### src/lc3b_types.sv
package lc3b_types;

	typedef logic [15:0] lc3b_word;
	typedef logic [8:0] lc3b_c_tag;
	typedef logic [2:0] lc3b_c_index;
	typedef logic [3:0] lc3b_c_offset;

	// word 0 sits in the low bits of a line
	typedef logic [127:0] lc3b_cache_line;

	// bit 0 enables the low byte, bit 1 the high byte
	typedef logic [1:0] lc3b_mem_wmask;

	localparam int cache_ways = 2;
	localparam int cache_sets = 2 ** $bits(lc3b_c_index);

	// the same 16 bits seen either as a plain word or split for lookup
	typedef union packed {
		lc3b_word word;
		struct packed {
			lc3b_c_tag tag;
			lc3b_c_index index;
			lc3b_c_offset offset;
		} fields;
	} lc3b_addr;

	typedef struct packed {
		logic read;
		logic write;
		lc3b_addr address;
		lc3b_word wdata;
		lc3b_mem_wmask wmask;
	} lc3b_cpu_req;

	typedef struct packed {
		logic fill;
		logic wr_hit;
		logic lru_update;
		logic addr_sel_victim;
	} lc3b_cache_ctrl;

	typedef struct packed {
		logic hit;
		logic victim_dirty;
	} lc3b_cache_status;

endpackage : lc3b_types

### src/cache_array.sv
module cache_array #(
	parameter int width = 1
) (
	input logic clk,
	input logic arst_n,
	input logic write,
	input lc3b_types::lc3b_c_index index,
	input logic [width-1:0] datain,
	output logic [width-1:0] dataout
);
	import lc3b_types::*;

	logic [width-1:0] entries [cache_sets];

	always_ff @(posedge clk or negedge arst_n) begin
		if (!arst_n) begin
			for (int i = 0; i < cache_sets; i++) begin
				entries[i] <= '0;
			end
		end else if (write) begin
			entries[index] <= datain;
		end
	end

	// read is combinational so lookup completes in the same cycle
	assign dataout = entries[index];

endmodule : cache_array

### src/cache_datapath.sv
module cache_datapath (
	input logic clk,
	input logic arst_n,
	input lc3b_types::lc3b_cpu_req req,
	input lc3b_types::lc3b_cache_ctrl ctrl,
	input lc3b_types::lc3b_cache_line pmem_rdata,
	output lc3b_types::lc3b_cache_status status,
	output lc3b_types::lc3b_word mem_rdata,
	output lc3b_types::lc3b_word pmem_address,
	output lc3b_types::lc3b_cache_line pmem_wdata
);
	import lc3b_types::*;

	localparam int word_width = $bits(lc3b_word);
	localparam int line_width = $bits(lc3b_cache_line);
	localparam int tag_width = $bits(lc3b_c_tag);
	localparam int line_words = line_width / word_width;

	lc3b_c_tag tag;
	lc3b_c_index index;
	logic [$clog2(line_words)-1:0] word_sel;

	logic [cache_ways-1:0] valid_out;
	logic [cache_ways-1:0] dirty_out;
	logic [cache_ways-1:0] hit_way;
	logic [cache_ways-1:0] fill_way;
	logic [cache_ways-1:0] data_write;
	lc3b_c_tag tag_out [cache_ways];
	lc3b_cache_line data_out [cache_ways];

	logic hit;
	logic lru_out;
	logic sel_way;
	lc3b_cache_line sel_line;
	lc3b_cache_line merged_line;
	lc3b_cache_line data_in;
	lc3b_addr line_addr;

	assign tag = req.address.fields.tag;
	assign index = req.address.fields.index;
	// byte offset bit 0 is ignored since accesses are word aligned
	assign word_sel = req.address.fields.offset[3:1];

	for (genvar w = 0; w < cache_ways; w++) begin : g_way
		assign hit_way[w] = valid_out[w] && (tag_out[w] == tag);
		// a fill always lands in the LRU way
		assign fill_way[w] = ctrl.fill && (lru_out == 1'(w));
		assign data_write[w] = fill_way[w] || (ctrl.wr_hit && hit_way[w]);

		cache_array #(
			.width(1)
		) valid_array (
			.clk(clk),
			.arst_n(arst_n),
			.write(fill_way[w]),
			.index(index),
			.datain(1'b1),
			.dataout(valid_out[w])
		);

		// fill cleans the line, a write hit marks it dirty
		cache_array #(
			.width(1)
		) dirty_array (
			.clk(clk),
			.arst_n(arst_n),
			.write(data_write[w]),
			.index(index),
			.datain(ctrl.wr_hit),
			.dataout(dirty_out[w])
		);

		cache_array #(
			.width(tag_width)
		) tag_array (
			.clk(clk),
			.arst_n(arst_n),
			.write(fill_way[w]),
			.index(index),
			.datain(tag),
			.dataout(tag_out[w])
		);

		cache_array #(
			.width(line_width)
		) data_array (
			.clk(clk),
			.arst_n(arst_n),
			.write(data_write[w]),
			.index(index),
			.datain(data_in),
			.dataout(data_out[w])
		);
	end

	// lru holds the way to replace next, so point it away from the way just used
	cache_array #(
		.width(1)
	) lru_array (
		.clk(clk),
		.arst_n(arst_n),
		.write(ctrl.lru_update),
		.index(index),
		.datain(~sel_way),
		.dataout(lru_out)
	);

	assign hit = |hit_way;
	assign sel_way = hit ? hit_way[1] : lru_out;
	assign sel_line = data_out[sel_way];

	assign mem_rdata = sel_line[word_sel * word_width +: word_width];

	always_comb begin
		merged_line = sel_line;
		if (req.wmask[0]) begin
			merged_line[word_sel * word_width +: 8] = req.wdata[7:0];
		end
		if (req.wmask[1]) begin
			merged_line[word_sel * word_width + 8 +: 8] = req.wdata[15:8];
		end
	end

	assign data_in = ctrl.fill ? pmem_rdata : merged_line;

	assign status = '{
		hit: hit,
		victim_dirty: valid_out[lru_out] && dirty_out[lru_out]
	};

	// memory only sees line aligned addresses
	always_comb begin
		line_addr = req.address;
		line_addr.fields.offset = '0;
		if (ctrl.addr_sel_victim) begin
			line_addr.fields.tag = tag_out[lru_out];
		end
	end

	assign pmem_address = line_addr.word;
	assign pmem_wdata = data_out[lru_out];

endmodule : cache_datapath

### src/cache_control.sv
module cache_control (
	input logic clk,
	input logic arst_n,
	input lc3b_types::lc3b_cpu_req req,
	input lc3b_types::lc3b_cache_status status,
	input logic pmem_resp,
	output lc3b_types::lc3b_cache_ctrl ctrl,
	output logic mem_resp,
	output logic pmem_read,
	output logic pmem_write
);
	import lc3b_types::*;

	typedef enum logic [1:0] {
		compare,
		write_back,
		allocate
	} state_e;

	state_e state;
	state_e next_state;
	logic req_valid;

	assign req_valid = req.read || req.write;

	always_ff @(posedge clk or negedge arst_n) begin
		if (!arst_n) begin
			state <= compare;
		end else begin
			state <= next_state;
		end
	end

	always_comb begin
		next_state = state;
		case (state)
			compare: begin
				// a miss needs the victim written out first if it holds modified data
				if (req_valid && !status.hit) begin
					if (status.victim_dirty) begin
						next_state = write_back;
					end else begin
						next_state = allocate;
					end
				end
			end
			write_back: begin
				if (pmem_resp) begin
					next_state = allocate;
				end
			end
			allocate: begin
				if (pmem_resp) begin
					next_state = compare;
				end
			end
			default: begin
				next_state = compare;
			end
		endcase
	end

	always_comb begin
		ctrl = '0;
		mem_resp = 1'b0;
		pmem_read = 1'b0;
		pmem_write = 1'b0;
		case (state)
			compare: begin
				if (req_valid && status.hit) begin
					mem_resp = 1'b1;
					ctrl.lru_update = 1'b1;
					ctrl.wr_hit = req.write;
				end
			end
			write_back: begin
				// the victim's own tag forms the write address
				pmem_write = 1'b1;
				ctrl.addr_sel_victim = 1'b1;
			end
			allocate: begin
				pmem_read = 1'b1;
				// the line is taken in the cycle memory answers
				ctrl.fill = pmem_resp;
			end
			default: begin
				ctrl = '0;
			end
		endcase
	end

endmodule : cache_control

### src/lc3b_cache.sv
module lc3b_cache (
	input logic clk,
	input logic arst_n,
	input lc3b_types::lc3b_cpu_req req,
	output lc3b_types::lc3b_word mem_rdata,
	output logic mem_resp,
	input lc3b_types::lc3b_cache_line pmem_rdata,
	input logic pmem_resp,
	output logic pmem_read,
	output logic pmem_write,
	output lc3b_types::lc3b_word pmem_address,
	output lc3b_types::lc3b_cache_line pmem_wdata
);
	import lc3b_types::*;

	lc3b_cache_ctrl ctrl;
	lc3b_cache_status status;

	cache_control control_i (
		.clk(clk),
		.arst_n(arst_n),
		.req(req),
		.status(status),
		.pmem_resp(pmem_resp),
		.ctrl(ctrl),
		.mem_resp(mem_resp),
		.pmem_read(pmem_read),
		.pmem_write(pmem_write)
	);

	cache_datapath datapath_i (
		.clk(clk),
		.arst_n(arst_n),
		.req(req),
		.ctrl(ctrl),
		.pmem_rdata(pmem_rdata),
		.status(status),
		.mem_rdata(mem_rdata),
		.pmem_address(pmem_address),
		.pmem_wdata(pmem_wdata)
	);

endmodule : lc3b_cache

### config.mk
export PLATFORM = sky130hd
export DESIGN_NAME = lc3b_cache
export DESIGN_NICKNAME = d
export VERILOG_FILES = /design/src/lc3b_types.sv /design/src/cache_array.sv /design/src/cache_datapath.sv /design/src/cache_control.sv /design/src/lc3b_cache.sv
export SDC_FILE = /design/constraint.sdc
export NUM_CORES = 2
export LEC_CHECK = 0
export BUFFER_PORTS_ARGS = -buffer_cell sky130_fd_sc_hd__buf_2
export CORE_MARGIN = 3
export CORE_UTILIZATION = 50
export CTS_CLUSTER_DIAMETER = 200
export DETAILED_ROUTE_END_ITERATION = 16
export PLACE_DENSITY = 0.76
export SYNTH_ARGS = -nofsm -noshare
export SYNTH_HDL_FRONTEND = slang
export SYNTH_HIERARCHICAL = 1
export SYNTH_SLANG_ARGS = --single-unit
### constraint.sdc
create_clock -name clk -period 3.8 [get_ports clk]
set_input_delay 0.76 -clock clk [delete_from_list [all_inputs] [get_ports clk]]
set_output_delay 0.76 -clock clk [all_outputs]
set_load 0.02 [all_outputs]
==> metrics.md <==
| Metric | Value |
|---|---|
| Status | `complete, but fails checks` |
| Failing checks | `setup timing` |
| Cells after Synth | `8644` |
| Compound-Gate Fraction of Synth Area | `0.09509` |
| CTS tree | `built` |
| XOR/XNOR share of the synthesized area | `0.001590` |
| H-tree Lvls | `4` |
| Setup ws final | `-1.359 ns` |
| Inst Count DP | `12264` |
| GP Congestion | `just over 1` |
| Worst EP required | `a little over 3 ns` |
| Initial Util | `0.5052` |
| Worst r2r path cells | `19` |
| Die area | `226000 sq um` |
| R2R Setup Slk | `-0.36 ns` |
| Wire per inst | `34.16 microns` |
| Clk slew on worst S/H paths | `roughly 0.060 ns` |
| Adder-cell share of the synthesized area | `0.0006815` |
| Layout Nets | `9994` |
| Initial antenna violation count | `between 40 and 50` |
| Starting DRT DRC Count | `around 11000` |
| Grt total ovfl | `0` |
| Top achievable clock speed | `between 0.15 and 0.2 GHz` |
| Vias/cell | `just under 7` |
| Worst-Skew Late Latency | `0.95 ns` |
| Pwr per Cell Area | `536.2 nW/um^2` |
| Tot Pwr | `73.66 mW` |
| Actual slew at the worst max-slew pin | `1.121 ns` |
| Filler cell count | `15525` |
| Max clock buf depth | `3` |
| Largest family of logic cells by synthesized area | `multiplexers` |
| Tot GR Track Use | `0.3808` |
| Root Buffer | `clkbuf_16` |
| Crit path capture type | `primary output` |
| Top-level I/O count | `330` |
| Top FF cell, synth | `dfrtp_1` |
| Fin crit period | `5.159 ns` |
| Yosys top cell by area | `dfrtp_1` |
| Core Footprint | `218000 sq um` |
| Sequential element share of the synthesized area | `0.5075` |
| Post-route antenna net violation count | `0` |
| DRT Wirelength | `440.9 mm` |
| Slew Limit Fails | `0` |
| Mean Syn Cell Area | `~13 sq um` |
| Setup Skew | `0.08564 ns` |
| Synth warn | `6` |
| Setup-failing EPs final | `2004` |
| CP Launch Type | `flop` |
| DRC Markers | `0` |
| Synthesized area | `approximately 110000 sq um` |
| Initial DRT Pass Iterations | `9` |
| Worst-path fanout max | `7` |
| Peak supply drop | `0.4949 mV` |
| CTS buffer count | `223` |
| Netlist cell types | `64` |
| Synth top area share | `0.5075` |
| Period utilisation layout | `1.358` |
| Final hold vios | `0` |
| Worst reg2reg path startpoint | `datapath_i/g_way[1].tag_array/entries[2]` |
| DR vias | `about 88000` |
| First-pass GRT wire length | `626.9 mm` |
| Leak | `65.12 nW` |
| Area contributors post-synth | `dfrtp_1, mux2_2, mux2i_1` |
| Max_cap viols | `0` |
| Largest net degree at the start of global routing | `147` |
| Area Overhead vs Synth | `24.71%` |
| Die X | `475.4 microns` |
| Hold path depth | `3` |
| Layout cells sized above 1 | `0.4848` |
| Clock sinks | `2234` |
| Port bufs | `324` |
| Post-synth EDFFs | `0` |
| Synth Register Bits | `2234` |
| RR Endpoint | `datapath_i/g_way[0].data_array/entries[747]` |
| Post-route insts no fill | `between 10000 and 15000` |
| Row cnt | `171` |
| CP arrival | `around 4.4 ns` |
| Via count of the first global-routing pass | `approximately 90000` |
| DP Wirelength | `274.0 mm` |
| Asr flop ratio synth | `1.000` |
| Crit path kind | `reg -> out` |
| Synth Area in Simple Gates | `0.03366` |
| Hold path start | `pmem_resp` |
| Max-slew headroom | `0.2500` |
| RSZ-0062 raised after global routing | `yes` |
| Hold EP | `control_i/state[1]` |
| Multiplexer area fraction after synthesis | `0.3257` |
| HP Class | `in -> reg` |
| Height of the die | `around 480 microns` |
==> stage by stage <==
| stage | setup slack [ns] | TNS [ns] | utilization | hold WS (ns) | instance area [sq um] |
|---|---|---|---|---|---|
| after floorplan | -0.4982 | -791.98 | - | 0.4522 | 110800 |
| after global placement | -2.016 | -1879.58 | 0.5689 | 0.4620 | 124000 |
| after detailed placement | -2.062 | -2031.80 | 0.5689 | 0.4722 | 124000 |
| after CTS | -1.161 | -241.38 | 0.6262 | 0.1783 | 136500 |
| after global routing | -1.389 | -610.94 | 0.6298 | 0.2075 | 137300 |
| final | -1.359 | -362.55 | 0.6301 | 0.2146 | 137400 |
==> synth_stat cells, drive strengths merged, types with 21 or more instances <==
| cell | count |
|---|---|
| o31ai | 53 |
| nor2 | 79 |
| a211oi | 112 |
| nand4b | 21 |
| mux2 | 2703 |
| a21o | 28 |
| a21oi | 344 |
| clkbuf | 215 |
| nand2 | 335 |
| mux2i | 517 |
| nand3 | 103 |
| a21boi | 24 |
| a311oi | 26 |
| o22ai | 251 |
| o21ai | 397 |
| a31oi | 70 |
| nand4 | 27 |
| and3 | 82 |
| buf | 511 |
| a22oi | 350 |
| dfrtp | 2234 |
==> metal layers <==
layer / vias up / share of wire / GRT usage
met4: 36 / 0.099 / 0.3058
met5: - / 0.0010 / 0.002345
li1: 34568 / - / -
met3: 2006 / 0.13 / 0.1408
met2: 6187 / 0.42 / 0.5406
met1: 44737 / 0.35 / 0.4645
==> critical path, cell delays in order, from the launching register on <==
cell and delay (ns):
dfrtp_1 0.38, mux2_2 0.28, a22oi_1 0.19, o211ai_1 0.16
xnor2_1 0.19, nand4_1 0.12, buf_6 0.16, o31ai_4 0.27
buf_12 0.15, buf_16 0.17, buf_16 0.16, buf_4 0.14
a22oi_2 0.08, o21ai_4 0.34, buf_6 0.15, nand4_1 0.27
buf_6 0.25
==> report_power, final <==
group          total [mW]  internal, mW  switching, mW
clock                23.6          13.5           10.1
sequential           30.4          28.1           2.34
combinational        19.6          8.99           10.6
total                73.7          50.6           23.0
==> final cells by class <==
| type | count | area [sq um] | area share |
|---|---|---|---|
| well taps | 2854 | 3571 | 0.02599 |
| inverters | 11 | 46.29 | 0.0003370 |
| clock inverters | 84 | 1270 | 0.009244 |
| clock buffers | 332 | 6550 | 0.04768 |
| diodes | 43 | 107.6 | 0.0007833 |
| flip-flops and latches | 2234 | 55900 | 0.4069 |
| repair buffers | 1660 | 18230 | 0.1327 |
| multi-input cells | 5691 | 51700 | 0.3764 |
==> worst max-delay path by stage <==
| stage | start | end | slack, ns |
|---|---|---|---|
| after floorplan | req[22] | datapath_i/g_way[0].data_array/entries[775] | -0.50 |
| after global placement | req[22] | mem_rdata[1] | -2.02 |
| after detailed placement | req[22] | mem_rdata[1] | -2.06 |
| after CTS | datapath_i/g_way[1].tag_array/entries[17] | mem_rdata[13] | -1.16 |
| after global routing | datapath_i/g_way[0].tag_array/entries[9] | mem_rdata[1] | -1.39 |
| final | datapath_i/g_way[0].tag_array/entries[12] | mem_rdata[1] | -1.36 |
==> kinds of logic (layout without fill, tap and decap cells) <==
family / Yosys count / count (layout)
fa+ha+maj: 6 / 6
flops: 2234 / 2234
mux: 3230 / 3230
compound gates: 1686 / 1686
other cells: 2 / 63
buf+inv: 737 / 2087
simple gates: 729 / 729
xor+xnor: 20 / 20
==> what timing repair did <==
action / 4_1_cts / 5_1_grt
pin swaps: 57 / 50
gates resized for setup: 571 / 97
cloned: 66 / 11
hold buffers: 1 / 0
endpoints found under the hold margin: 40 / 0
setup endpoints to repair: 2122 / 2215
buffers inserted: 102 / 26
==> placed cells by master (no fill, tap or decap), drive strengths merged, types with 12 or more instances in the layout <==
master,instances
conb,20
nand3,103
a311oi,26
buf,1626
xnor2,12
nor2,79
a22oi,350
a211oi,112
nand2,335
nor3,15
bufinv,23
nand4b,21
a21boi,24
bufbuf,23
a21oi,344
a31oi,70
inv,18
nand4,27
and2,12
clkbuf,342
o31ai,53
clkinv,47
mux2,2703
and3,82
a21o,28
dfrtp,2234
o21ai,397
nor2b,13
o22ai,251
diode,43
mux2i,517
o211ai,14
==> state kept, by name, indices dropped and copies added (netlist names) <==
| name | flops |
|---|---|
| datapath_i/g_way.dirty_array/entries | 16 |
| datapath_i/g_way.data_array/entries | 2048 |
| datapath_i/g_way.valid_array/entries | 16 |
| datapath_i/lru_array/entries | 8 |
| datapath_i/g_way.tag_array/entries | 144 |
| control_i/state | 2 |
(Power assumes the default switching activity.)
